`src/source/core_consts.svh`:
```
// Widths, depths and RISC-V encodings for the two-way core
// WAYS is fixed at 2; the buffer shift and dispatch count assume it
// ROB_TAG_BITS must equal log2 of ROB_ENTRIES
// XLEN is assumed to be 32 by the immediate decode
`ifndef CORE_CONSTS_SVH
`define CORE_CONSTS_SVH

// Machine shape
`define WAYS          2
`define XLEN          32
`define ROB_ENTRIES   8
`define ROB_TAG_BITS  3
`define N_ARCH_REG    32
`define REG_IDX_BITS  5

// Encodings
`define RV_OPC_LUI    7'b0110111
`define RV_OPC_ADDI   7'b0010011
`define RV_INST_WFI   32'h10500073
`define RV_INST_NOP   32'h00000013

`endif

```
`src/source/core_pkg.sv`:
```
// Types passed between fetch, dispatch, execute, ROB and register file
// Field widths come from core_consts.svh
// WFI is decoded but never reaches the ALUs

`default_nettype none

`include "core_consts.svh"

package core_pkg;

	// Decoded operation
	typedef enum logic [1:0] {
		OP_LUI,
		OP_ADDI,
		OP_WFI
	} op_t;

	// One fetch/dispatch buffer slot
	typedef struct packed {
		logic               valid;
		logic [`XLEN-1:0]   pc;
		logic [31:0]        inst;
	} fetch_slot_t;

	// ROB allocation request from dispatch
	typedef struct packed {
		logic                      valid;
		logic [`XLEN-1:0]          pc;
		logic [`REG_IDX_BITS-1:0]  rd;
		logic                      is_wfi;
	} rob_alloc_t;

	// Work for one ALU
	typedef struct packed {
		logic                      valid;
		logic [`ROB_TAG_BITS-1:0]  tag;
		op_t                       op;
		logic [`XLEN-1:0]          rs1_val;
		logic [`XLEN-1:0]          imm;
	} exec_req_t;

	// ALU result back to the ROB
	typedef struct packed {
		logic                      valid;
		logic [`ROB_TAG_BITS-1:0]  tag;
		logic [`XLEN-1:0]          value;
	} complete_t;

	// In-order retirement into the register file
	typedef struct packed {
		logic                      valid;
		logic [`XLEN-1:0]          pc;
		logic [`REG_IDX_BITS-1:0]  rd;
		logic [`XLEN-1:0]          value;
	} retire_t;

endpackage

`default_nettype wire

```
`src/source/arch_regfile.sv`:
```
// Architectural register file, written only at retire
// On a shared rd the younger retire way wins; x0 is never written
// rs1 reads are combinational

`default_nettype none

`include "core_consts.svh"

module arch_regfile (
	input  wire                                  clock,
	input  wire                                  arst_n,
	input  wire core_pkg::retire_t [`WAYS-1:0]   retire,
	input  wire  [`WAYS-1:0][`REG_IDX_BITS-1:0]  rs1_idx,
	output logic [`WAYS-1:0][`XLEN-1:0]          rs1_value
);
	logic [`XLEN-1:0] regs_q [`N_ARCH_REG];

	always_ff @(posedge clock or negedge arst_n) begin
		if (!arst_n) begin
			for (int r = 0; r < `N_ARCH_REG; r++) begin
				regs_q[r] <= '0;
			end
		end else begin
			// Later way overrides the earlier one
			for (int i = 0; i < `WAYS; i++) begin
				if (retire[i].valid && retire[i].rd != '0) begin
					regs_q[retire[i].rd] <= retire[i].value;
				end
			end
		end
	end

	always_comb begin
		for (int i = 0; i < `WAYS; i++) begin
			rs1_value[i] = regs_q[rs1_idx[i]];
		end
	end

endmodule

`default_nettype wire

```
`config.mk`:
```
export PLATFORM = sky130hd
export DESIGN_NAME = arch_regfile
export DESIGN_NICKNAME = d
export VERILOG_FILES = /design/src/source/core_pkg.sv /design/src/source/arch_regfile.sv
export VERILOG_INCLUDE_DIRS = /design/src /design/src/source
export SDC_FILE = /design/constraint.sdc
export NUM_CORES = 2
export LEC_CHECK = 0
export BUFFER_PORTS_ARGS = -buffer_cell sky130_fd_sc_hd__buf_2
export CORE_MARGIN = 2
export CORE_UTILIZATION = 35
export DETAILED_ROUTE_END_ITERATION = 12
export SLEW_MARGIN = 10
export SYNTH_ARGS = -nofsm -noshare
export SYNTH_HDL_FRONTEND = slang
export SYNTH_SLANG_ARGS = --single-unit
```
`constraint.sdc`:
```
create_clock -name clock -period 1.95 [get_ports clock]
set_input_delay 0.195 -clock clock [delete_from_list [all_inputs] [get_ports clock]]
set_output_delay 0.195 -clock clock [all_outputs]
set_load 0.05 [all_outputs]
```
### Word level (Yosys, flattened, before mapping)

Index checks and enable logic that the tools add are counted.

* memory bits (writable): 0
* bits in latches: 0
* memories: 0
* output and inout bits: 64
* bits in registers: 1024
* bits of input ports: 152
* word-level logic and storage cells: 62
* bits in read-only memories: 0

* add/sub/neg operators: 0
* $mul: 0
* multiplexer cells: 14
* reductions and logical operators: 6
* $lt $le $gt $ge: 6
* bitwise operators: 4
* equal/unequal tests: 0
* div/mod/pow operators: 0
* shift-type cells: 0

Operators with widths (number)
* $bwmux W1024: 2
* $mux W1024: 2
* $bmux W32 S5: 2
* $demux W32 S5: 2
* $mux W32: 6
* $ge A6 B6 Y1 const B: 4
* $not A5 Y6: 4
* $lt A6 B1 Y1 const B: 2
* $reduce_bool A5 Y1: 2
* $logic_and A1 B1 Y1: 4

### Longest topological paths before layout

* depth after elaboration: 9
* gate-level depth with buffers: 8
* gate-level depth less buffers: 5

### Worst setup path before layout

No wires, ideal clock.

* kind: input to output
* start: input rs1_idx[6] (netlist bit)
* end: output rs1_value[32] (netlist bit)
* required time: 1.755 ns
* setup slack: -0.122 ns
* data arrival time: 1.877 ns
* cell stages on the path: 8
* buffers on the path: 4
* cell sequence: buf_2 buf_2 buf_2 buf_2 mux2i_1 a22oi_1 a31oi_1 nand3_1

RTL lines
* start: declaration: line arch_regfile.sv:13 `` input wire [`WAYS-1:0][`REG_IDX_BITS-1:0] rs1_idx, ``
* end: declaration: line arch_regfile.sv:14 `` output logic [`WAYS-1:0][`XLEN-1:0] rs1_value ``

==> flow_summary.ini <==
[placed_design]
dp_hpwl_mm = 182
place_ws_ns = -0.551
gp_congestion = 0.945
io_buffers = 151

[critical_path]
crit_type = flip-flop to primary output
cp_max_fo = 3
cp-end-kind = primary output
critPathRequiredTime_ns = 1.75
cp-start-kind = flip-flop
cp_data_arrival_time_ns = 2.30

[synth]
synthTopCellsByCount = mux2i_1, dfrtp_1, a21oi_1
synth_flop_cell = dfrtp_1
synth_top_area_share = 0.396
synth_nets = 7098
synth-edff-count = 0
synthArstFlopShare = 1.00
yosysWarnings = 0
syn_area_per_cell_um2 = 9.31
netlist_top_cells_area = dfrtp_1, mux2i_1, a21oi_1, nand2_1, o21ai_0
yosys.cell_types.count = 35
syn_area_mm2 = 0.0647
synth_seq_cells = 1024
synthCells = 6946
yosysTopAreaCell = dfrtp_1
yosysMostFrequentCell = mux2i_1
ys_seq_area_frac = 0.396

[cts]
numClockSinks = 1024
cts_tree = yes
clock_path_buffers = 3
cts-root-buf = clkbuf_16
clk_latency_ns = 0.76
clkTransAtPathRegs_ns = 0.06
cts_max_level = 3
cts_buffers = 108

[power]
p_int_w = 0.0490
clkPwrFrac = 0.301
p_switching_w = 0.0255
p_seq_frac = 0.425
p_sw_frac = 0.342
vdd_drop_max_mv = 0.713
p_comb_frac = 0.274
p_leak_nw = 36.7
power_per_cell_area_mw_per_mm2 = 939

[routing]
vias = 57493
viasPerCell = 5.93
wl_per_cell_um = 28.7
first_pass_iters = 6
wirelength_mm = 279
drtIter0Drc = 6719
ant_nets = 0
route.detailed.drc = 0

[flow_run]
maxCapViolations = 0

[sta]
slew_viol_final = 0
rsz0062_at_grt = yes
period_share = 1.28
finalSetupViolCount = 64
max_freq_ghz = 0.401
fin_skew_ns = 0
hold_violations = 0
worst_pin_slew_ns = 1.03
fin_crit_ns = 2.50
worst_slack_ns = -0.546
slew_headroom = 0.312
tns_ns = -26.48

[grt]
grt_pass1_vias = 56099
grt_overflow = 0
grt_max_degree = 103
grt_pass1_wl_mm = 401
antenna_found_initial = 26
grtUsageTotal = 0.289

[layout]
multi_input_area_mm2 = 0.0370
largest_reg_flops = 1024
drive_above_1_share = 0.166
largest_register = regs_q
regArea_mm2 = 0.0256
final_core_utilization = 0.433
reg_top3 = regs_q (1024)
syn2layout_area_growth_pct = 22.6
fillerInstances = 17283
finalNetCount = 7275

[die]
num_rows = 157
floorplan.initialDensity = 0.353
coreArea_mm2 = 0.183
die_y_um = 434
die_area_mm2 = 0.188
die_w_um = 434
io-pin-count = 216

[outcome]
outcome = finished with violations
violations = setup timing

[min_path]
hold_class = primary input to flip-flop
-- critical path, cell delays in order, from the launching register on --
cell and delay [ns]:
dfrtp_1 0.40, mux2i_1 0.16, a22o_1 0.18, nor3_2 0.05
a31oi_1 0.23, nand3_1 0.19, buf_6 0.19, buf_8 0.15
-- power by group through the flow --
stage	clock (W)	sequential [W]	combinational, W
floorplan	0	0.0301	0.0131
global placement	0	0.0315	0.0183
detailed placement	0	0.0317	0.0188
CTS	0.0225	0.0314	0.0199
global route	0.0233	0.0322	0.0221
finish	0.0224	0.0317	0.0204
-- per-layer routing --
layer  vias up  track usage  part of all wire
met5         -      0.00390           0.00017
met4        10        0.212             0.079
met3       884       0.0577             0.087
li1      25111            -                 -
met1     28410        0.367              0.39
met2      3078        0.437              0.44
-- timing repair --
| action | in CTS | in global routing |
|---|---|---|
| pin swaps | 101 | 113 |
| hold endpoints to repair | 1672 | 0 |
| gates resized for setup | 279 | 56 |
| setup buffers | 13 | 18 |
| endpoints found under the setup margin | 64 | 64 |
| cloned | 0 | 0 |
| hold buffers | 33 | 0 |
-- kinds of logic (layout without fill, tap and decap cells) --
logic type	Yosys count	after routing	synth area share
AOI/OAI and AO/OA	1565	1565	0.137
DFF	1024	1024	0.396
and+or+nand+nor	1559	1559	0.0998
other	0	20	0
muxes	2020	2020	0.313
buffers and inverters	778	1046	0.0539
-- stage by stage --
stage | hold WS (ns) | total power, W | instances | area, um2
after global placement | 0.0957 | 0.0498 | 9429 | 73500
after global routing | 0.0363 | 0.0776 | 9693 | 79300
after detailed placement | 0.0946 | 0.0505 | 9429 | 73500
final | 0.0182 | 0.0745 | 9698 | 79300
after floorplan | -0.101 | 0.0432 | 6946 | 64700
after CTS | 0.00243 | 0.0738 | 9667 | 78900
-- path summary, 6_finish.rpt --
| path | from | end | slack [ns] | depth (start not counted) |
|---|---|---|---|---|
| max in group asynchronous | arst_n | regs_q[389] | 0.36 | 3 |
| setup / recovery | regs_q[824] | rs1_value[24] | -0.55 | 7 |
| min in group asynchronous | arst_n | regs_q[27] | 0.15 | 3 |
| setup reg to reg | regs_q[769] | regs_q[769] | 0.97 | 4 |
| hold / removal | retire[91] | regs_q[629] | 0.02 | 3 |
| hold reg to reg | regs_q[1023] | regs_q[1023] | 0.40 | 0 |
-- cells in the final DEF, fill, tap and decap left out, drive strengths merged, types with 3 or more instances in the layout --
| cell | n |
|---|---|
| inv | 3 |
| o21ai | 475 |
| diode | 20 |
| clkinv | 28 |
| nand3 | 197 |
| and2 | 4 |
| nand2 | 699 |
| dfrtp | 1024 |
| clkbuf | 155 |
| or2 | 4 |
| a22o | 128 |
| nand2b | 13 |
| nor2 | 548 |
| a31oi | 64 |
| dlygate4sd3 | 33 |
| nor3 | 72 |
| nor2b | 13 |
| bufinv | 12 |
| buf | 812 |
| mux2i | 2019 |
| clkinvlp | 3 |
| a21oi | 706 |
| a22oi | 192 |
| nand4 | 5 |
-- layout make-up --
class / instances / area share
Clock buffer: 155 / 0.0396
Timing Repair Buffer: 845 / 0.124
Clock inverter: 46 / 0.00721
Tap cell: 2464 / 0.0389
Multi-Input combinational cell: 5144 / 0.467
Sequential cell: 1024 / 0.323
Antenna cell: 20 / 0.000631
No activity file was read; power rests on OpenSTA's default activity.
