--- src/source/core_consts.svh ---
// Widths, depths and RISC-V encodings for the two-way core
// WAYS is fixed at 2; the buffer shift and dispatch count assume it
// ROB_TAG_BITS must equal log2 of ROB_ENTRIES
// XLEN is assumed to be 32 by the immediate decode
`ifndef CORE_CONSTS_SVH
`define CORE_CONSTS_SVH

// Machine shape
`define WAYS          2
`define XLEN          32
`define ROB_ENTRIES   8
`define ROB_TAG_BITS  3
`define N_ARCH_REG    32
`define REG_IDX_BITS  5

// Encodings
`define RV_OPC_LUI    7'b0110111
`define RV_OPC_ADDI   7'b0010011
`define RV_INST_WFI   32'h10500073
`define RV_INST_NOP   32'h00000013

`endif

--- src/source/core_pkg.sv ---
// Types passed between fetch, dispatch, execute, ROB and register file
// Field widths come from core_consts.svh
// WFI is decoded but never reaches the ALUs

`default_nettype none

`include "core_consts.svh"

package core_pkg;

	// Decoded operation
	typedef enum logic [1:0] {
		OP_LUI,
		OP_ADDI,
		OP_WFI
	} op_t;

	// One fetch/dispatch buffer slot
	typedef struct packed {
		logic               valid;
		logic [`XLEN-1:0]   pc;
		logic [31:0]        inst;
	} fetch_slot_t;

	// ROB allocation request from dispatch
	typedef struct packed {
		logic                      valid;
		logic [`XLEN-1:0]          pc;
		logic [`REG_IDX_BITS-1:0]  rd;
		logic                      is_wfi;
	} rob_alloc_t;

	// Work for one ALU
	typedef struct packed {
		logic                      valid;
		logic [`ROB_TAG_BITS-1:0]  tag;
		op_t                       op;
		logic [`XLEN-1:0]          rs1_val;
		logic [`XLEN-1:0]          imm;
	} exec_req_t;

	// ALU result back to the ROB
	typedef struct packed {
		logic                      valid;
		logic [`ROB_TAG_BITS-1:0]  tag;
		logic [`XLEN-1:0]          value;
	} complete_t;

	// In-order retirement into the register file
	typedef struct packed {
		logic                      valid;
		logic [`XLEN-1:0]          pc;
		logic [`REG_IDX_BITS-1:0]  rd;
		logic [`XLEN-1:0]          value;
	} retire_t;

endpackage

`default_nettype wire

--- src/source/fetch_stage.sv ---
// PC and two-entry fetch/dispatch buffer
// Instruction memory must answer imem_addr in the same cycle
// Slots are kept packed toward slot 0; the PC points past the last one

`default_nettype none

`include "core_consts.svh"

module fetch_stage (
	input  wire                                clock,
	input  wire                                arst_n,
	input  wire                                halt,
	input  wire  [1:0]                         dispatch_count,
	input  wire  [`WAYS-1:0][`XLEN-1:0]        imem_data,
	output logic [`WAYS-1:0][`XLEN-1:0]        imem_addr,
	output core_pkg::fetch_slot_t [`WAYS-1:0]  slots
);
	import core_pkg::*;

	logic [`XLEN-1:0]         pc_q;
	logic [`XLEN-1:0]         pc_d;
	fetch_slot_t [`WAYS-1:0]  fdb_q;
	fetch_slot_t [`WAYS-1:0]  fdb_d;

	// Sequential pair starting at the PC
	always_comb begin
		for (int i = 0; i < `WAYS; i++) begin
			imem_addr[i] = pc_q + `XLEN'(4 * i);
		end
	end

	// Shift out accepted slots, refill from the fetched pair
	always_comb begin
		int n_valid;
		int keep;
		int src;
		n_valid = 0;
		for (int i = 0; i < `WAYS; i++) begin
			n_valid = n_valid + int'(fdb_q[i].valid);
		end
		// Slots still waiting after this cycle
		keep = n_valid - int'(dispatch_count);
		for (int i = 0; i < `WAYS; i++) begin
			if (i < keep) begin
				src = i + int'(dispatch_count);
				fdb_d[i] = fdb_q[src];
			end else begin
				src = i - keep;
				fdb_d[i].valid = 1'b1;
				fdb_d[i].pc    = imem_addr[src];
				fdb_d[i].inst  = imem_data[src];
			end
		end
		// Advance over every word just pulled in
		pc_d = pc_q + `XLEN'(4 * (`WAYS - keep));
	end

	always_ff @(posedge clock or negedge arst_n) begin
		if (!arst_n) begin
			pc_q <= '0;
			for (int i = 0; i < `WAYS; i++) begin
				fdb_q[i].valid <= 1'b0;
				fdb_q[i].pc    <= '0;
				fdb_q[i].inst  <= `RV_INST_NOP;
			end
		end else if (halt) begin
			// Halted, PC frozen and buffer emptied
			for (int i = 0; i < `WAYS; i++) begin
				fdb_q[i].valid <= 1'b0;
			end
		end else begin
			pc_q  <= pc_d;
			fdb_q <= fdb_d;
		end
	end

	// Nothing is offered once the core has halted
	always_comb begin
		for (int i = 0; i < `WAYS; i++) begin
			slots[i]       = fdb_q[i];
			slots[i].valid = fdb_q[i].valid & ~halt;
		end
	end

endmodule

`default_nettype wire

--- config.mk ---
export PLATFORM = sky130hd
export DESIGN_NAME = fetch_stage
export DESIGN_NICKNAME = d
export VERILOG_FILES = /design/src/source/core_pkg.sv /design/src/source/fetch_stage.sv
export VERILOG_INCLUDE_DIRS = /design/src /design/src/source
export SDC_FILE = /design/constraint.sdc
export NUM_CORES = 1
export LEC_CHECK = 0
export BUFFER_PORTS_ARGS = -buffer_cell sky130_fd_sc_hd__buf_2
export CAP_MARGIN = 20
export CELL_PAD_IN_SITES_DETAIL_PLACEMENT = 1
export CELL_PAD_IN_SITES_GLOBAL_PLACEMENT = 1
export CORE_UTILIZATION = 39
export DETAILED_ROUTE_END_ITERATION = 7
export GPL_ROUTABILITY_DRIVEN = 0
export PLACE_DENSITY = 0.77
export SLEW_MARGIN = 20
export SYNTH_ARGS = -nofsm -noshare
export SYNTH_HDL_FRONTEND = slang
export SYNTH_SLANG_ARGS = --single-unit
--- constraint.sdc ---
create_clock -name clock -period 7.15 [get_ports clock]
set_clock_uncertainty 0.1 [all_clocks]
set_input_delay 1.43 -clock clock [delete_from_list [all_inputs] [get_ports clock]]
set_output_delay 1.43 -clock clock [all_outputs]
set_load 0.005 [all_outputs]
* After elaboration in Yosys (flattened, before gate mapping)
Index checks and enable logic that the tools add are counted.
** Word-level totals
- Flip-flop bits (word level) :: 162
- Input bits :: 69
- Output and inout port bits :: 194
- Logic and storage cells :: 51
** Operators by class
- $add $sub $neg :: 8
- $lt $le $gt $ge :: 6
- Equal/unequal tests :: 4
- Mux-type cells :: 21
- Bitwise operators :: 3
- Reductions and logical operators :: 2
** Operators with widths (number)
- $mux 65 :: 7
- $mux 32 :: 12
- $add 32x3->32 const B :: 1
- $add 32x32->32 :: 1
- $lt 4x3->1 const B :: 2
- $ne 4x4->1 const B :: 2
- $ne 5x5->1 const B :: 1
- $reduce_and 2->1 :: 2
- $sub 1x3->4 const A :: 1
- $sub 2x3->4 const A :: 1
- $sub 3x3->4 const A :: 1
- $add 1x2->3 const A :: 1
- $lt 1x3->1 const A :: 1
- $lt 2x3->1 const A :: 1
- $lt 3x2->1 const B :: 1
- $ne 3x3->1 const B :: 1
- $sub 2x2->3 :: 1
- $add 1x1->2 :: 1
- $and 1x1->1 :: 2
- $lt 2x2->1 const B :: 1
- $mux 1 :: 2
- $not 1->1 :: 1

* Depth between registers and ports, before layout
- Depth in word-level cells :: 8
- Mapped depth :: 18
- Mapped depth without buffers :: 18

* Least setup slack after synthesis
Ideal clock, no wire load.
- Kind :: input port to flip-flop
- Start :: input port dispatch_count[0]
- End :: register pc_q[24]
- Library setup time :: 0.092 ns
- Data arrival time :: 5.840 ns
- Data required time :: 6.958 ns
- Slack :: 1.118 ns
- Cell stages on the path :: 17
- Buffers on the path :: 1
- Path through :: ha_1 -> inv_1 -> ha_1 -> inv_1 -> fa_1 -> or2_2 -> buf_6 -> nor2_1 -> ha_1 -> a21o_1 -> a21o_1 -> a21oi_1 -> and2_1 -> a211oi_1 -> o41a_1 -> o21a_1 -> o31ai_2
** On the way
- Word-level cells in the longest chain between the ends :: 3
** RTL lines
- start, declared :: line fetch_stage.sv:13 : input wire [1:0] dispatch_count,
- $sub 2x2->3 :: line fetch_stage.sv:42 : keep = n_valid - int'(dispatch_count);
- $sub 3x3->4 (no source line)
- $add 32x32->32 :: line fetch_stage.sv:55 : pc_d = pc_q + `XLEN'(4 * (`WAYS - keep));
- end signal, assigned :: line fetch_stage.sv:72 : pc_q <= pc_d;
- end, declared :: line fetch_stage.sv:20 : logic [`XLEN-1:0] pc_q;
Every way passes these cells.
A chain may end at the register's enable or synchronous reset.

* Worst setup path in the final report
Ends and elaborated chain as after synthesis.

==> run_results.csv <==
group,metric,value,unit
layout,design_area,12900,sq um
cts,clk_pin_slew_worst_paths,60,ps
global_route,antenna_found_initial,1,
route,first_pass_iters,5,
placement,numPortBuffers,258,
critical_path,slowest_delay,650,ps
synth,ys.flop_type,"dfrtp_1",
cts,cts-resized-gates,0,
cts,cts_sinks,160,
route,wl_per_cell,18.9,um
floorplan,pin_count,263,
route,drt_iter0_drc,444,
pwr,p_leak,6.27,nW
cts,clockBufferDepth,2,
synth,synth.area.top_cells,"dfrtp_1, buf_4, mux2i_1",
timing,hold_viol,0,
cts,cts_hold_buffers,0,
floorplan,fp.coreArea,29900,sq um
route,num_vias,10200,
synth,ys_async_sr_fraction,100,%
placement,hpwl,25700,um
timing,slew_violations,0,
placement,post_dp_cell_area,12300,sq um
layout,syn2layout_area_growth,8.39,%
worst_hold_path,hp-class,"reg -> reg",
pwr,combPwrFrac,45.8,%
global_route,grt_pass1_vias,10400,
timing,rsz0062_at_grt,"false",
pwr,p_seq_share,34.8,%
pwr,total_power,0.00510,W
synth,netlist_instances,1450,
cts,postCtsSetupBuffers,0,
critical_path,critical_path_arrival,5840,ps
route,ant_nets,0,
cts,clock_latency,440,ps
floorplan,die_x,177,um
pwr,net-switching-power,0.00222,W
global_route,grt_max_degree,104,
synth,avgSynthCellArea,8.23,sq um
timing,fin_hold_ws,400,ps
timing,period_share,78.2,%
critical_path,cp_slowest_cell,"ha_4",
cts,cts_tree,"built",
floorplan,die-area,31300,sq um
outcome,status,"finished, final reports clean",
synth,synth_top_area_share,32.3,%
synth,yosysTopAreaCell,"dfrtp_1",
floorplan,placementRows,63,
route,drc,0,
timing,worst_pin_slew,1050,ps
route,wirelength,36200,um
critical_path,start_kind,"input pin",
layout,drive_gt1_share,22.6,%
global_route,grt_pass1_wl,56600,um
pwr,p_clk_share,19.4,%
synth,synth-edff-count,0,
synth,synth-seq-cells,160,
cts,cts-root-buf,"clkbuf_16",
critical_path,cp_max_fo,47,
layout,nets,1613,
timing,fin_tns_setup,0,ps
timing,setup_viol,0,
synth,yosysSeqAreaShare,33.6,%
timing,relSlewSlack,29.8,%
pwr,p_int,0.00288,W
synth,netlist-cell-type-count,80,
pwr,power_density,394,nW/um^2
global_route,grt_overflow,0,
critical_path,path_cells,"buf_2, ha_1, inv_1, ha_4, inv_1, nor2_2, buf_4, ha_1, a21o_1, a21o_1, a21oi_1, and2_1, a211oi_1, o41a_1, o21a_1, o31ai_2",
critical_path,path_class,"in -> reg",
critical_path,required,7400,ps
global_route,grtUsageTotal,23.1,%
pwr,ir_worst_vdd,168,uV
pwr,switching_share,43.5,%
synth,netlist_area,11900,sq um
cts,numCtsBuffers,17,
timing,fmax,179,MHz
cts,h-tree-depth,4,
critical_path,endpoint_kind,"flop",
timing,period_minus_slack,5590,ps
route,vias_per_cell,5.36,
floorplan,initial_utilization,39.9,%
flow_run,drv_cap,0,
synth,ys_warn_count,0,
floorplan,die_h,177,um
[critical path, delay by kind of cell]
| family | cells | cell delay, ps |
|---|---|---|
| AND/OR/NAND/NOR | 2 | 420 |
| adder cells (fa/ha/maj) | 3 | 1280 |
| AO/OA/AOI/OAI | 7 | 1560 |
| buffers and inverters | 4 | 1090 |
[cell usage in the layout (no fill, tap or decap), drive strengths merged, types with 4 or more instances in the layout]
| cell | netlist | layout |
|---|---|---|
| a21o | 24 | 24 |
| or3 | 8 | 8 |
| nor3 | 12 | 12 |
| mux2i | 79 | 79 |
| nand2 | 208 | 208 |
| dfstp | 6 | 6 |
| nand3 | 18 | 18 |
| ha | 36 | 36 |
| and4 | 4 | 4 |
| bufinv | 0 | 4 |
| and3 | 10 | 10 |
| inv | 18 | 18 |
| and2 | 13 | 13 |
| clkbuf | 59 | 23 |
| nor2 | 139 | 139 |
| a21oi | 143 | 143 |
| o21ai | 159 | 159 |
| buf | 176 | 268 |
| nand4 | 15 | 15 |
| o31ai | 5 | 5 |
| conb | 1 | 4 |
| o221ai | 6 | 6 |
| xnor2 | 56 | 56 |
| a22oi | 4 | 4 |
| dfrtp | 154 | 154 |
| nor2b | 5 | 5 |
| o21a | 4 | 4 |
| xor2 | 44 | 44 |
[layer usage]
layer | vias up | routed length (um) | track usage [%]
li1 | 4895 | - | -
met1 | 5067 | 16100 | 29.8
met2 | 245 | 17500 | 39.3
met3 | 32 | 1960 | 4.15
met4 | 0 | 534 | 6.29
met5 | - | 0 | 0
[state kept, by name, indices dropped and copies added, names as in the netlist]
signal	count
pc_q	30
fdb_q	2
slots	128
[synth_stat cells (18+ instances only)]
cell	number
xnor2_1	56
a21oi_1	142
inv_1	18
buf_4	139
o21ai_0	151
nand3_1	18
ha_1	36
dfrtp_1	154
nand2_1	207
a21o_1	24
xor2_1	44
mux2i_1	79
nor2_1	135
clkbuf_1	55
[through the flow]
step           instances  utilization, %  worst slack (ps)
2_1_floorplan       1453               -              1120
3_3_place_gp        1877            41.2              1220
3_5_place_dp        1877            41.2              1110
4_1_cts             1909            43.3              1570
5_1_grt             1909            43.3              1290
6_report            1910            43.3              1560
[path summary, 6_finish.rpt]
path	endpoint	from	slack [ps]	cells after the start
worst max-delay path	pc_q[24]	dispatch_count[0]	1560	16
worst min-delay path	slots[4]	slots[4]	400	2
worst max register to register	pc_q[24]	fdb_q[129]	2220	16
worst min register to register	slots[4]	slots[4]	400	2
max in group asynchronous	slots[93]	arst_n	4520	2
min in group asynchronous	slots[92]	arst_n	950	1
[area by class of cell]
class                   instances  area [sq um]
fillers                      3658         16900
multi-input cells            1040          6350
flip-flops and latches        160          4010
repair buffers                269          1400
well taps                     390           488
clock buffers                  22           454
clock inverters                10           161
inverters                      18          67.6
diodes                          1          2.50
[cells by family (layout without fill, tap and decap cells)]
group                      count (synthesis)  count (layout)  synth area share [%]
AOI/OAI and AO/OA                        370             370                  17.5
xor gates and xnor gates                 100             100                  7.34
adders and majority gates                 38              38                  4.11
buffers and inverters                    253             319                  13.6
DFF                                      160             160                  33.6
muxes                                     81              81                  6.82
other                                      1               5                0.0314
and+or+nand+nor                          447             447                  17.0
[power by group through the flow]
stage / clock (W) / combinational (W) / sequential [W]
2_1_floorplan: 0 / 0.00202 / 0.00152
3_3_place_gp: 0 / 0.00227 / 0.00176
3_5_place_dp: 0 / 0.00234 / 0.00178
4_1_cts: 0.00101 / 0.00236 / 0.00177
5_1_grt: 0.00104 / 0.00261 / 0.00183
6_report: 0.000987 / 0.00234 / 0.00177
(Power assumes the default switching activity.)
