[src/source/core_consts.svh]
// Widths, depths and RISC-V encodings for the two-way core
// WAYS is fixed at 2; the buffer shift and dispatch count assume it
// ROB_TAG_BITS must equal log2 of ROB_ENTRIES
// XLEN is assumed to be 32 by the immediate decode
`ifndef CORE_CONSTS_SVH
`define CORE_CONSTS_SVH

// Machine shape
`define WAYS          2
`define XLEN          32
`define ROB_ENTRIES   8
`define ROB_TAG_BITS  3
`define N_ARCH_REG    32
`define REG_IDX_BITS  5

// Encodings
`define RV_OPC_LUI    7'b0110111
`define RV_OPC_ADDI   7'b0010011
`define RV_INST_WFI   32'h10500073
`define RV_INST_NOP   32'h00000013

`endif

[src/source/core_pkg.sv]
// Types passed between fetch, dispatch, execute, ROB and register file
// Field widths come from core_consts.svh
// WFI is decoded but never reaches the ALUs

`default_nettype none

`include "core_consts.svh"

package core_pkg;

	// Decoded operation
	typedef enum logic [1:0] {
		OP_LUI,
		OP_ADDI,
		OP_WFI
	} op_t;

	// One fetch/dispatch buffer slot
	typedef struct packed {
		logic               valid;
		logic [`XLEN-1:0]   pc;
		logic [31:0]        inst;
	} fetch_slot_t;

	// ROB allocation request from dispatch
	typedef struct packed {
		logic                      valid;
		logic [`XLEN-1:0]          pc;
		logic [`REG_IDX_BITS-1:0]  rd;
		logic                      is_wfi;
	} rob_alloc_t;

	// Work for one ALU
	typedef struct packed {
		logic                      valid;
		logic [`ROB_TAG_BITS-1:0]  tag;
		op_t                       op;
		logic [`XLEN-1:0]          rs1_val;
		logic [`XLEN-1:0]          imm;
	} exec_req_t;

	// ALU result back to the ROB
	typedef struct packed {
		logic                      valid;
		logic [`ROB_TAG_BITS-1:0]  tag;
		logic [`XLEN-1:0]          value;
	} complete_t;

	// In-order retirement into the register file
	typedef struct packed {
		logic                      valid;
		logic [`XLEN-1:0]          pc;
		logic [`REG_IDX_BITS-1:0]  rd;
		logic [`XLEN-1:0]          value;
	} retire_t;

endpackage

`default_nettype wire

[src/source/dispatch_stage.sv]
// Decode, hazard check and ROB allocation for the buffered pair
// Purely combinational; accepts a leading run of 0, 1 or 2 slots
// ADDI waits while its rs1 has an uncommitted writer

`default_nettype none

`include "core_consts.svh"

module dispatch_stage (
	input  wire core_pkg::fetch_slot_t [`WAYS-1:0]  slots,
	input  wire  [`ROB_TAG_BITS-1:0]                alloc_tag,
	input  wire  [`ROB_TAG_BITS:0]                  free_count,
	input  wire  [`N_ARCH_REG-1:0]                  busy_regs,
	input  wire  [`WAYS-1:0][`XLEN-1:0]             rs1_value,
	output logic [1:0]                              dispatch_count,
	output logic [`WAYS-1:0][`REG_IDX_BITS-1:0]     rs1_idx,
	output core_pkg::rob_alloc_t [`WAYS-1:0]        alloc,
	output core_pkg::exec_req_t [`WAYS-1:0]         exec_req
);
	import core_pkg::*;

	op_t                               op [`WAYS];
	logic [`WAYS-1:0]                  legal;
	logic [`WAYS-1:0][`XLEN-1:0]       imm;
	logic [`WAYS-1:0][`REG_IDX_BITS-1:0] rd;
	logic [`WAYS-1:0]                  accept;

	// Decode
	always_comb begin
		for (int i = 0; i < `WAYS; i++) begin
			legal[i]   = 1'b1;
			rs1_idx[i] = slots[i].inst[19:15];
			rd[i]      = slots[i].inst[11:7];
			if (slots[i].inst == `RV_INST_WFI) begin
				op[i]  = OP_WFI;
				imm[i] = '0;
				rd[i]  = '0;
			end else if (slots[i].inst[6:0] == `RV_OPC_LUI) begin
				op[i]  = OP_LUI;
				imm[i] = {slots[i].inst[31:12], 12'b0};
			end else begin
				op[i]    = OP_ADDI;
				imm[i]   = {{20{slots[i].inst[31]}}, slots[i].inst[31:20]};
				// funct3 of ADDI is 000
				legal[i] = (slots[i].inst[6:0] == `RV_OPC_ADDI) &&
				           (slots[i].inst[14:12] == 3'b000);
			end
		end
	end

	// Acceptance, in order, stopping at the first refused slot
	always_comb begin
		logic older_ok;
		older_ok       = 1'b1;
		dispatch_count = '0;
		for (int i = 0; i < `WAYS; i++) begin
			accept[i] = older_ok && slots[i].valid && legal[i] && (free_count > i);
			if (op[i] == OP_ADDI) begin
				// Writer still in the ROB
				if (busy_regs[rs1_idx[i]]) begin
					accept[i] = 1'b0;
				end
				// Writer in an older way of this same pair
				for (int j = 0; j < i; j++) begin
					if (rs1_idx[i] != '0 && rs1_idx[i] == rd[j]) begin
						accept[i] = 1'b0;
					end
				end
			end
			older_ok = accept[i];
			dispatch_count = dispatch_count + 2'(accept[i]);
		end
	end

	// ROB entries and ALU requests for the accepted slots
	always_comb begin
		for (int i = 0; i < `WAYS; i++) begin
			alloc[i].valid  = accept[i];
			alloc[i].pc     = slots[i].pc;
			alloc[i].rd     = rd[i];
			alloc[i].is_wfi = (op[i] == OP_WFI);

			// WFI is born complete and skips the ALUs
			exec_req[i].valid   = accept[i] && (op[i] != OP_WFI);
			exec_req[i].tag     = alloc_tag + `ROB_TAG_BITS'(i);
			exec_req[i].op      = op[i];
			exec_req[i].rs1_val = rs1_value[i];
			exec_req[i].imm     = imm[i];
		end
	end

	// Only LUI, ADDI and WFI are supported
	always_comb begin
		for (int i = 0; i < `WAYS; i++) begin
			if (slots[i].valid) begin
				assert (legal[i])
					else $error("dispatch: unsupported inst %h at pc %h",
						slots[i].inst, slots[i].pc);
			end
		end
	end

endmodule

`default_nettype wire

[config.mk]
export PLATFORM = sky130hd
export DESIGN_NAME = dispatch_stage
export DESIGN_NICKNAME = d
export VERILOG_FILES = /design/src/source/core_pkg.sv /design/src/source/dispatch_stage.sv
export VERILOG_INCLUDE_DIRS = /design/src /design/src/source
export SDC_FILE = /design/constraint.sdc
export NUM_CORES = 1
export LEC_CHECK = 0
export BUFFER_PORTS_ARGS = -buffer_cell sky130_fd_sc_hd__buf_2
export CORE_AREA = 2 2 177 179
export DETAILED_ROUTE_END_ITERATION = 10
export DIE_AREA = 0 0 179 181
export GPL_TIMING_DRIVEN = 0
export SYNTH_ARGS = -nofsm -noshare
export SYNTH_HDL_FRONTEND = slang
export SYNTH_SLANG_ARGS = --single-unit
[constraint.sdc]
create_clock -name vclk -period 2.18
set_input_delay 0.109 -clock vclk [all_inputs]
set_output_delay 0.109 -clock vclk [all_outputs]
set_load 0.02 [all_outputs]
Word-level counts from Yosys, hierarchy flattened
Index checks and enable logic that the tools add are counted.

storage, ports and cells
  flip-flop bits (word level) = 0
  bits of input ports = 233
  output and inout bits = 230
  logic and storage cells = 55

cells by class
  add/sub/neg operators = 2
  $lt $le $gt $ge = 4
  eq/ne operators = 13
  multiplexer cells = 23
  reduce and logical (&&, ||, !) cells = 13

operators by type and width
  operator                number
  $eq A32 B29 Y1 const B  2
  $mux W32                2
  $mux W31                2
  $eq A7 B5 Y1 const B    2
  $eq A7 B6 Y1 const B    2
  $mux W1                 13
  $lt A5 B6 Y1 const B    2
  $bmux W1 S5             2
  $logic_and A1 B1 Y1     10
  $mux W5                 2
  $gt A4 B1 Y1 const B    2
  $logic_not A3 Y1        2
  $eq A5 B5 Y1            1
  $reduce_bool A5 Y1      1
  $eq A2 B1 Y1 const B    2
  $eq A2 B2 Y1 const B    2
  $mux W2                 2
  $ne A2 B2 Y1 const B    2
  $add A3 B1 Y3 const B   1
  $add A1 B1 Y2           1

Depth between registers and ports, before layout
  depth after elaboration = 15
  mapped depth = 9

Least setup slack after synthesis
OpenSTA, ideal clock, no wires.

  path type = in2out
  start point = input slots[15] in the netlist's numbering
  end point = output dispatch_count[0]
  arrival = 2255 ps
  required time = 2071 ps
  setup slack = -184 ps
  cell stages on the path = 8
  path through = buf_6 nor4_4 nand4b_1 nor3_1 o31ai_2 nor2_2 and2_1 ha_1

RTL lines
  what             line                  text
  start, declared  dispatch_stage.sv:10  input wire core_pkg::fetch_slot_t [`WAYS-1:0] slots,
  end, declared    dispatch_stage.sv:15  output logic [1:0] dispatch_count,

Worst setup path in the final report
  start point = input slots[79] in the netlist's numbering
  end point = output dispatch_count[0]

on the way
  cells in the longest elaborated chain, start to end = 10
  elaborated cells on any way between the ends = 13
  those cells by class = 1 x add/sub; 2 x eq/ne; 6 x mux; 4 x reduce/logical

ends and longest elaborated chain
  what                                                                    line                  text
  parallel branches: the longest is 8 deep, another holds $eq A32 B29 Y1  n/a
  $mux W1 (*)                                                             dispatch_stage.sv:58  if (op[i] == OP_ADDI) begin
  $add A1 B1 Y2 (*)                                                       dispatch_stage.sv:71  dispatch_count = dispatch_count + 2'(accept[i]);

Mark *: on every way between the ends.

==> summary.md <==
| Metric | Value |
|---|---|
| Hold_sp | `rs1_value[16]` |
| Vias in the first global route | `3,503` |
| Status | `complete, no violations` |
| Gr busiest metal | `met2` |
| Post-synthesis sequential area ratio | `0%` |
| Critical-path top delay cell | `nor4_4` |
| Avg Inst Size Synth | `7.866 µm²` |
| Layout Cells excl Fill | `1,085` |
| Post-synthesis adder-cell area fraction | `0.9302%` |
| Max Slew Vio Count | `0` |
| Mapped Area | `2690 µm²` |
| Area growth, synth to finish | `93.02%` |
| Setup WS post-layout | `0.005217 ns` |
| Synthesis Warnings | `0` |
| Detail Route Antenna Nets | `0` |
| Hold depth | `2` |
| CP Data Required Time | `2.07 ns` |
| Clkbuf count | `0` |
| Util after Layout | `17.11%` |
| Nets | `925` |
| Starting Density | `8.864%` |
| Iteration-0 DRC count of the detailed router | `109` |
| Fin crit share | `99.76%` |
| Drt pass-1 iters | `4` |
| Critical path cell sequence | `buf_8 > nor4_4 > nand4_1 > a31oi_1 > o21ai_2 > o32ai_4 > and2_4 > ha_4 > buf_6` |
| Critical path's top delay family | `simple AND/OR/NAND/NOR gates` |
| Crit path depth | `9` |
| Power per cell area | `219.2 nW/µm²` |
| Dominant cell type by area after synthesis | `buf_4` |
| GR Overflow Total | `0` |
| Fraction of layout cells with a size suffix above 1 | `77.47%` |
| Number of setup violations in the final report | `0` |
| CP startpoint kind | `primary input` |
| Worst-margin pin slew | `0.6343 ns` |
| Die Y | `181 µm` |
| Multi-input logic area | `1614 µm²` |
| Ports | `463` |
| Fin crit period | `2.175 ns` |
| GP Congestion | `0.7580` |
| Initial antenna violation count | `1` |
| Setup WS pre-CTS | `-0.5464 ns` |
| Core ar. | `30,350 µm²` |
| Hold path endpoint | `exec_req[48]` |
| DR vias | `3,611` |
| Synth top area cells | `buf_4 (40%), a21o_1 (10%), mux4_2 (8.4%), and2_1 (5.3%), mux2i_1 (3.7%)` |
| Fin Setup TNS | `0 ns` |
| Leak | `2.866 nW` |
| Top cells by count, synth | `buf_4 (142), a21o_1 (37), and2_1 (23)` |
| Design Area, Final | `5192 µm²` |
| Via density | `3.328` |
| Mux cell area share after synthesis | `14.47%` |
| Min-delay worst type | `primary input to primary output` |
| Worst setup EP type | `primary output` |
| Yosys top cell area share | `39.63%` |
| Synth Area in Simple Gates | `22.47%` |
| CP max FO | `3` |
| Synth Area in Compound Gates | `14.19%` |
| Hold Vio Cnt, Final | `0` |
| Largest net degree at the start of global routing | `11` |
| Max incr delay on CP | `0.36 ns` |
| Top-count cell post-synth | `buf_4` |
| Die Width | `179 µm` |
| GRT Resource Usage Total | `9.081%` |
| Fillers | `3,484` |
| Seq_cells | `0` |
| Max Freq | `459.8 MHz` |
| Max Cap Viol | `0` |
| Synth Area in XOR/XNOR | `1.953%` |
| Cell Area, Placed | `4847 µm²` |
| Crit path buffers/inverters | `2` |
| First-pass GRT wire length | `21,770 µm` |
| Post-DP HPWL | `15,230 µm` |
| Site Rows | `64` |
| Met2 Use GR | `18.65%` |
| Syn Nets | `577` |
| Post-Route WL | `16,680 µm` |
| Register area | `0 µm²` |
| Placed cells | `1,069` |
| GR Util met1 | `10.36%` |
| Die area | `32,400 µm²` |
| CP Class | `primary input to primary output` |
| Max VDD drop | `87.25 µV` |
| Crit path DAT | `2.07 ns` |
| Synthesized instance count | `342` |
| Netlist cell types | `45` |
| Largest family of logic cells by synthesized area | `buffers and inverters` |
| Drc violations | `0` |
| Avg WL per Cell | `15.38 µm` |
| Port Buf Inserts | `331` |
| Slew margin rel. | `57.71%` |
| Setup repair after global routing missed its margin | `true` |
| M3 GR Usage | `0.9049%` |
-- layer usage --
metal | part of all wire, % | vias up | routed length [µm]
met4 | 0.090 | 0 | 15
li1 | - | 1734 | -
met5 | 0 | - | 0
met3 | 8.9 | 2 | 1489
met2 | 54 | 255 | 9029
met1 | 37 | 1620 | 6149
-- placed cells by master, fill, tap and decap left out, types with 5 or more instances in the layout --
| cell type | netlist | final |
|---|---|---|
| a21o_1 | 37 | 37 |
| and2_1 | 23 | 22 |
| buf_2 | 3 | 325 |
| buf_4 | 142 | 158 |
| buf_6 | 2 | 6 |
| clkbuf_1 | 20 | 19 |
| mux2i_1 | 10 | 8 |
| mux4_2 | 10 | 10 |
| nand2_1 | 9 | 9 |
| nand3b_1 | 5 | 5 |
| nand4_1 | 6 | 6 |
| nor2_1 | 8 | 8 |
| nor2b_1 | 6 | 6 |
| nor3_1 | 7 | 5 |
| xor2_1 | 6 | 6 |
-- per-stage QoR --
step                      power [mW]  hold slack (ns)
after floorplan               0.6909           0.2946
after global placement         1.097           0.4364
after detailed placement       1.100           0.4361
after CTS                      1.145           0.4359
after global routing           1.220           0.4384
final                          1.138           0.4350
-- where the power goes --
part | internal [mW] | total (mW) | switching, mW
Sequential | 0 | 0 | 0
Combinational | 0.528 | 1.14 | 0.610
Clock | 0.0000000613 | 0.0000000613 | 0
Total | 0.528 | 1.14 | 0.610
-- logic make-up after synthesis --
| kind of cell | after synthesis |
|---|---|
| multiplexers | 23 |
| adder cells (fa/ha/maj) | 2 |
| AO/OA/AOI/OAI | 49 |
| AND/OR/NAND/NOR | 89 |
| buffers and inverters | 173 |
| XOR/XNOR | 6 |
-- cell type report --
| cell class | count | area share, % |
|---|---|---|
| diodes | 1 | 0.04819 |
| multi-input cells | 169 | 31.08 |
| inverters | 2 | 0.1446 |
| plain buffers | 171 | 24.00 |
| well taps | 396 | 9.542 |
| repair buffers | 346 | 35.18 |
-- how the worst max path moves through the flow --
stage	slack [ns]	start	to
after floorplan	0.08	slots[15]	dispatch_count[0]
after global placement	-0.58	slots[18]	dispatch_count[0]
after detailed placement	-0.55	slots[18]	dispatch_count[0]
after CTS	-0.06	slots[79]	dispatch_count[0]
after global routing	-0.12	slots[79]	dispatch_count[0]
final	0.005	slots[79]	dispatch_count[0]
-- repair_timing --
action | CTS | global route
hold buffers | 0 | 0
gates cloned | 0 | 0
setup endpoints to repair | 30 | 14
setup buffers | 11 | 4
pin swaps | 10 | 8
resized for setup | 37 | 9
Note: power is estimated with default switching activity, not from simulation.
