==> src/source/core_consts.svh <==
// Widths, depths and RISC-V encodings for the two-way core
// WAYS is fixed at 2; the buffer shift and dispatch count assume it
// ROB_TAG_BITS must equal log2 of ROB_ENTRIES
// XLEN is assumed to be 32 by the immediate decode
`ifndef CORE_CONSTS_SVH
`define CORE_CONSTS_SVH

// Machine shape
`define WAYS          2
`define XLEN          32
`define ROB_ENTRIES   8
`define ROB_TAG_BITS  3
`define N_ARCH_REG    32
`define REG_IDX_BITS  5

// Encodings
`define RV_OPC_LUI    7'b0110111
`define RV_OPC_ADDI   7'b0010011
`define RV_INST_WFI   32'h10500073
`define RV_INST_NOP   32'h00000013

`endif

==> src/source/core_pkg.sv <==
// Types passed between fetch, dispatch, execute, ROB and register file
// Field widths come from core_consts.svh
// WFI is decoded but never reaches the ALUs

`default_nettype none

`include "core_consts.svh"

package core_pkg;

	// Decoded operation
	typedef enum logic [1:0] {
		OP_LUI,
		OP_ADDI,
		OP_WFI
	} op_t;

	// One fetch/dispatch buffer slot
	typedef struct packed {
		logic               valid;
		logic [`XLEN-1:0]   pc;
		logic [31:0]        inst;
	} fetch_slot_t;

	// ROB allocation request from dispatch
	typedef struct packed {
		logic                      valid;
		logic [`XLEN-1:0]          pc;
		logic [`REG_IDX_BITS-1:0]  rd;
		logic                      is_wfi;
	} rob_alloc_t;

	// Work for one ALU
	typedef struct packed {
		logic                      valid;
		logic [`ROB_TAG_BITS-1:0]  tag;
		op_t                       op;
		logic [`XLEN-1:0]          rs1_val;
		logic [`XLEN-1:0]          imm;
	} exec_req_t;

	// ALU result back to the ROB
	typedef struct packed {
		logic                      valid;
		logic [`ROB_TAG_BITS-1:0]  tag;
		logic [`XLEN-1:0]          value;
	} complete_t;

	// In-order retirement into the register file
	typedef struct packed {
		logic                      valid;
		logic [`XLEN-1:0]          pc;
		logic [`REG_IDX_BITS-1:0]  rd;
		logic [`XLEN-1:0]          value;
	} retire_t;

endpackage

`default_nettype wire

==> src/source/execute_unit.sv <==
// Dispatch/execute pipeline register and the two ALUs
// Results leave one cycle after dispatch
// WFI never arrives here

`default_nettype none

`include "core_consts.svh"

module execute_unit (
	input  wire                                  clock,
	input  wire                                  arst_n,
	input  wire core_pkg::exec_req_t [`WAYS-1:0] exec_req,
	output core_pkg::complete_t [`WAYS-1:0]      complete
);
	import core_pkg::*;

	logic [`WAYS-1:0]       valid_q;
	exec_req_t [`WAYS-1:0]  req_q;

	always_ff @(posedge clock or negedge arst_n) begin
		if (!arst_n) begin
			valid_q <= '0;
		end else begin
			for (int i = 0; i < `WAYS; i++) begin
				valid_q[i] <= exec_req[i].valid;
			end
		end
	end

	// Operands and tag
	always_ff @(posedge clock) begin
		req_q <= exec_req;
	end

	// One ALU per way
	always_comb begin
		for (int i = 0; i < `WAYS; i++) begin
			complete[i].valid = valid_q[i];
			complete[i].tag   = req_q[i].tag;
			case (req_q[i].op)
				OP_LUI:  complete[i].value = req_q[i].imm;
				OP_ADDI: complete[i].value = req_q[i].rs1_val + req_q[i].imm;
				default: complete[i].value = '0;
			endcase
		end
	end

endmodule

`default_nettype wire

==> config.mk <==
export PLATFORM = sky130hd
export DESIGN_NAME = execute_unit
export DESIGN_NICKNAME = d
export VERILOG_FILES = /design/src/source/core_pkg.sv /design/src/source/execute_unit.sv
export VERILOG_INCLUDE_DIRS = /design/src /design/src/source
export SDC_FILE = /design/constraint.sdc
export NUM_CORES = 1
export LEC_CHECK = 0
export BUFFER_PORTS_ARGS = -buffer_cell sky130_fd_sc_hd__buf_2
export CORE_MARGIN = 3
export CORE_UTILIZATION = 40
export DETAILED_ROUTE_END_ITERATION = 8
export GPL_ROUTABILITY_DRIVEN = 0
export GPL_TIMING_DRIVEN = 0
export PLACE_DENSITY = 0.65
export SYNTH_ARGS = -nofsm -noshare
export SYNTH_HDL_FRONTEND = slang
export SYNTH_SLANG_ARGS = --single-unit
==> constraint.sdc <==
create_clock -name clock -period 5.25 [get_ports clock]
set_input_delay 0.525 -clock clock [delete_from_list [all_inputs] [get_ports clock]]
set_output_delay 0.525 -clock clock [all_outputs]
set_load 0.01 [all_outputs]
# [After elaboration in Yosys (flattened, before gate mapping)]
# Index checks and enable logic that the tools add are counted.
[classes] eq_ne=2 n_addsub=2 n_mux=2 n_reduce_logical=2
[op_table] operator="$pmux 32 s2" count=2
[op_table] operator="$add 32x32->32" count=2
[op_table] operator="$eq 2x1->1 const B" count=2
[op_table] operator="$logic_not 2->1" count=2
[totals] wordCells=17 out_inout_bits=72 reg_bits=140 input_bits=142

# [Depth between registers and ports, before layout]
# Gate-level depths: netlist of run 1.
[depth] ltp_word=2 depth_mapped=12 depth_no_buf=12

# [Worst setup path after synthesis of run 1]
# No wires, ideal clock.
[synth_path] kind="register to output" start="register req_q[70] (netlist bit)" end="output complete[66] (netlist bit)" arrival_ns=2.855 path_slack_ns=1.870 required_ns=4.725 stages_incl_launch_ff=13 path_buffers=0 cell_sequence="dfxtp_1 -> ha_1 -> inv_1 -> fa_1 -> and2b_1 -> o31ai_1 -> a31o_1 -> o31a_1 -> o31ai_2 -> nand2_2 -> o41ai_2 -> xnor2_1 -> a211oi_2"
[synth_lines] item="start, declared" line="execute_unit.sv:18" rtl="exec_req_t [`WAYS-1:0] req_q;"
[synth_lines] item="start signal, assigned" line="execute_unit.sv:32" rtl="req_q <= exec_req;"
[synth_lines] item="end, declared" line="execute_unit.sv:13" rtl="output core_pkg::complete_t [`WAYS-1:0] complete"

==> metrics, run 1 <==
final wirelength=17800 um; vias in the first global route=5990; WP buf/inv=2; Top Ports=214; hold_sp=exec_req[84]; Ys Warns=0; min-delay worst type=primary input to register; pwr/cell area=334 nW/um^2; Synth Register Bits=140; root buffer cell=clkbuf_16; Pleak=4.24 nW; register area share after synthesis=0.412; Critical Path Start=req_q[0]$_DFF_P_; Distinct cells, synth=66; Setup crit end kind=output port; crit path launch type=register; Max Cap Viol=0; Post-Place Setup Slack=1.34 ns; final net count=1160; initial antenna violation count=2; die area=18700 sq um; die width=137 um; Multi-input gate area=3810 sq um; DRT iter0 DRCs=273; Syn Nets=927; synthesized area=6830 sq um; DRC viols=0; count of pins over their slew limit=0; I/O Buffers=213; die height=137 um; hpwl dp=14000 um; slew at the pin closest to its max-slew limit=0.799 ns; worst endpoint required time=4.72 ns; Peak VDD IR=0.000235 V; Clock Pin Slew Worst Setup and Hold Paths=0.06 ns; largest net degree at the start of global routing=17; PnR worst setup slack=0.856 ns; largest stage delay on the critical path=0.62 ns; Clock Sinks=140; total power=2.92 mW; Post-synth EDFFs=0; core area=16600 sq um; vias=5974; final antenna-violating net count=0; Mean Syn Cell Area=9.47 sq um; crit path max fanout=4; highest clock rate=228 MHz; htree depth=4; DR pass1 iterations=4; # resized after CTS=0; crit path time final=4.39 ns; CTS tree=built; Layout fillers=1556; kind of critical path=register to output port; total track usage=0.193; ant diodes=0; Hold Slack=0.200 ns; worst path cell trace=ha_1 -> inv_1 -> fa_1 -> nand2b_1 -> a21oi_1 -> nor4_1 -> o31ai_1 -> a31oi_1 -> nand2b_1 -> a31oi_1 -> o21ai_0 -> a32o_1 -> buf_2; cts bufs inserted=17; FP Rows=47; Final Hold Viols=0; Post-Syn Instances=721; final sum of negative setup slack=0 ns; drt wl/cell=15.0 um; Vias/cell=5.03; share of layout cells above drive strength 1=0.270; Rel. slew slack=0.467; GR Overflow Total=0; status=complete, no violations; Final period util=0.837; Synth area leaders=dfxtp_1 40%, ha_1 11%, mux2i_1 5.1%; ys flop type=dfxtp_1; share of the synthesized area in the top cell type=0.404; first-pass GRT wire length=28600 um; area leader, netlist=dfxtp_1; CP max stage cell=o31ai_1; Layout area overhead=28.1%; final setup vio count=0; Initial Util=0.410; arrival time worst endpoint=3.87 ns; critical path's top delay family=compound AO/OA/AOI/OAI gates; Register Area=2810 sq um; RSZ-0062 raised after global routing=no; async set-reset flop share out of synthesis=0.0143; Bufs on Longest Clock Path=2
[synthesized netlist by cell type, types with 7 or more instances]
library cell / count
a211oi_1: 7
o21a_1: 7
mux2i_1: 35
o21ai_0: 23
xor2_1: 9
inv_1: 22
and3_1: 10
nor3_1: 10
xnor2_1: 35
nor2_1: 74
nand3_1: 19
nand2_1: 34
clkbuf_1: 15
nand4_1: 9
dfxtp_1: 138
a21oi_1: 54
a31oi_1: 8
a21o_1: 24
nand2b_1: 15
o21bai_1: 7
ha_1: 62
a22o_1: 11
[logic make-up (layout without fill, tap and decap cells)]
kind of cell | after synthesis | in the layout | synth area share
compound gates | 188 | 188 | 0.188
xor+xnor | 44 | 44 | 0.0564
fa+ha+maj | 64 | 64 | 0.119
buf+inv | 48 | 294 | 0.0297
flops | 140 | 140 | 0.412
mux | 35 | 35 | 0.0513
simple gates | 202 | 202 | 0.143
[area by class of cell]
type	instances	share of cell area
Inverter	22	0.00944
Multi-Input combinational cell	533	0.436
Tap cell	220	0.0315
Buffer	26	0.0137
Clock buffer	17	0.0486
Timing Repair Buffer	214	0.123
Sequential cell	140	0.322
Clock inverter	15	0.0160
[registers in the layout, indices dropped and copies added, names as in the netlist]
signal / flops
req_q: 132
valid_q: 2
complete: 6
[routing by layer]
layer  vias to the layer above  GRT usage  routed length [um]
met4                         4     0.0616                 364
met1                      2690      0.232                7540
met3                        33     0.0636                1300
met2                       182      0.327                8550
met5                         -          0                  23
li1                       3065          -                   -
[cell usage in the layout, fill, tap and decap left out, types with 17 or more instances in the layout]
master / synthesis / layout
mux2i_1: 35 / 35
buf_2: 0 / 213
nor2_1: 74 / 74
nand2_1: 34 / 34
ha_1: 62 / 62
o21ai_0: 23 / 23
inv_1: 22 / 22
nand3_1: 19 / 19
a21oi_1: 54 / 54
dfxtp_1: 138 / 138
xnor2_1: 35 / 35
a21o_1: 24 / 24
clkbuf_16: 0 / 17
[worst paths after layout]
path	to	slack [ns]	cells after the start
max in group asynchronous	valid_q[1]$_DFF_PN0_	4.74	2
max	complete[28]	0.86	13
min	req_q[84]$_DFF_P_	0.20	1
min in group asynchronous	valid_q[0]$_DFF_PN0_	0.42	2
[where the power goes]
| group | switching (mW) | internal [mW] | total [mW] |
|---|---|---|---|
| Combinational | 0.342 | 0.288 | 0.630 |
| Clock | 0.488 | 0.657 | 1.15 |
| Sequential | 0.0268 | 1.12 | 1.15 |
[per-stage QoR]
stage               std cells  cell area (sq um)   util
floorplan                 721               6830      -
global placement         1154               8170  0.491
detailed placement       1154               8170  0.491
CTS                      1187               8750  0.526
global route             1187               8750  0.526
finish                   1187               8750  0.526
[repair_timing]
action | in CTS | in global routing
endpoints found under the hold margin | 2 | 0
buffers inserted | 0 | 0
hold buffers | 1 | 0
Power figures use the tool's default switching activity.
==> inputs of run 2 (changes only) <==
- ABC_AREA: default -> 1
- clock period: 5.25 -> 4 ns (I/O delays scaled with it)
==> run 2 against run 1 <==
Setup slack better by 0.13 ns. Routed wire length is 33% higher. Sequential cell count stayed put. Via count is 41% higher. Non-clock buffer count is 8 lower. Area after synthesis is 23% higher. Critical path depth is 1 higher. Clock power is 33% higher. Power is 36% higher. Utilization is 1.8 points lower. Critical endpoint unchanged. Highest routed layer unchanged.
==> metrics, run 2 <==
RSZ-0062 raised after global routing=no; CTS tree=built; Peak VDD IR=0.000246 V; hold buffer count at cts=1; area leader, netlist=dfxtp_1; CP max stage cell=fa_1; sequential share of power=0.379; hpwl dp=19400 um; DRC viols=0; ys flop type=dfxtp_1; cts bufs inserted=17; die width=151 um; Critical Path Start=req_q[0]$_DFF_P_; synthesized area=8400 sq um; final sum of negative setup slack=0 ns; worst path cell trace=ha_1 -> inv_1 -> fa_1 -> inv_1 -> nand3_1 -> nand3_1 -> nand3_1 -> nand3_1 -> nand2_1 -> nand2_1 -> nand2_1 -> nand3_1 -> nand2_1 -> buf_2; Syn Nets=1542; DRT iter0 DRCs=492; Max Cap Viol=0; vias in the first global route=7941; Mean Syn Cell Area=6.29 sq um; initial antenna violation count=1; WP depth=14; Setup crit end kind=output port; die height=151 um; Synth area leaders=dfxtp_1 33%, nand2_1 25%, inv_1 11%; Top Ports=214; Multi-input gate area=4560 sq um; status=complete, no violations; Post-Syn Instances=1336; min-delay worst type=primary input to register; die area=22800 sq um; P_int=2.69 mW; Vias/cell=4.53; setup bufs post-CTS=0; FP Rows=52; root buffer cell=clkbuf_16; Pleak=6.20 nW; kind of critical path=register to output port; GR Overflow Total=0; Clock Pin Slew Worst Setup and Hold Paths=0.07 ns; count of pins over their slew limit=0; Worst Setup EP=complete[28]; async set-reset flop share out of synthesis=0.0143; Rel. slew slack=0.555; core area=20400 sq um; Layout fillers=2133; crit path time final=3.01 ns; share of layout cells above drive strength 1=0.192; commonest non-fill, non-tap cell in the layout=nand2_1; Final Hold Viols=0; clock power share=0.386; largest stage delay on the critical path=0.38 ns; pwr/cell area=383 nW/um^2; total track usage=0.208; largest net degree at the start of global routing=17; crit path max fanout=4; I/O Buffers=213; first-pass GRT wire length=37300 um; DR pass1 iterations=5; crit path launch type=register; Sw Pwr=1.29 mW; Bufs on Longest Clock Path=2; Register Area=2810 sq um; most frequent cells in the layout=554 x nand2_1, 242 x inv_1, 214 x buf_2; vias=8396; register area share after synthesis=0.335; Distinct cells, synth=33; Final period util=0.754; Synth Register Bits=140; slew at the pin closest to its max-slew limit=0.668 ns; final net count=1775; highest clock rate=332 MHz; combinational share of power=0.235; Post-synth EDFFs=0; critical path's top delay family=simple AND/OR/NAND/NOR gates; register with the most flip-flops=req_q; # resized after CTS=0; drt wl/cell=12.8 um; total power=3.97 mW; final setup vio count=0; final antenna-violating net count=0; top-count cell post-synth=nand2_1; worst endpoint required time=3.60 ns; Ys Warns=0; CP most frequent cell=nand3_1; arrival time worst endpoint=2.61 ns; Commonest cells post-synth=554 x nand2_1, 242 x inv_1, 138 x dfxtp_1; ant diodes=0; WP buf/inv=3; htree depth=4; share of the synthesized area in the top cell type=0.329; max reg flops=132; Clock Sinks=140; Layout area overhead=23.5%; switching share of power=0.324; final wirelength=23700 um; Initial Util=0.411
run 2: metrics by stage:
stage	util	cell area, sq um	std cells	hold slack, ns	setup slack, ns
2_1_floorplan	-	8400	1336	0.104	1.93
3_3_place_gp	0.480	9800	1819	0.184	1.49
3_5_place_dp	0.480	9800	1819	0.186	1.46
4_1_cts	0.508	10400	1852	0.0525	0.989
5_1_grt	0.508	10400	1852	0.0471	0.808
6_report	0.508	10400	1852	0.0654	0.985
run 2: cell families after synthesis:
group | synth area share
simple gates | 0.373
fa+ha+maj | 0.0971
buf+inv | 0.123
compound gates | 0.0666
xor+xnor | 0.00626
flops | 0.335
run 2: metal layers:
metal | track usage | routed length [um] | vias to the layer above
li1 | - | - | 4527
met1 | 0.244 | 10100 | 3596
met2 | 0.375 | 11500 | 234
met3 | 0.0455 | 1490 | 37
met4 | 0.0671 | 531 | 2
met5 | 0 | 20 | -
run 2: worst min path at each step:
stage	slack, ns	startpoint	cells after the start	endpoint
floorplan	0.10	arst_n	0	valid_q[0]$_DFF_PN0_
global placement	0.18	arst_n	1	valid_q[0]$_DFF_PN0_
detailed placement	0.19	arst_n	1	valid_q[0]$_DFF_PN0_
CTS	0.05	exec_req[106]	1	req_q[106]$_DFF_P_
global route	0.05	exec_req[70]	1	req_q[70]$_DFF_P_
finish	0.07	exec_req[74]	1	req_q[74]$_DFF_P_
run 2: final cells by class:
type,instances,area share
multi-input cells,930,0.439
flip-flops and latches,140,0.271
repair buffers,214,0.104
inverters,248,0.0897
clock buffers,18,0.0414
well taps,270,0.0326
clock inverters,14,0.0128
plain buffers,18,0.00953
run 2: power groups by stage:
| stage | clock (mW) | sequential, mW | combinational (mW) |
|---|---|---|---|
| 2_1_floorplan | 0 | 1.53 | 0.627 |
| 3_3_place_gp | 0 | 1.53 | 0.917 |
| 3_5_place_dp | 0 | 1.54 | 0.926 |
| 4_1_cts | 1.57 | 1.50 | 0.934 |
| 5_1_grt | 1.63 | 1.51 | 1.06 |
| 6_report | 1.53 | 1.50 | 0.936 |
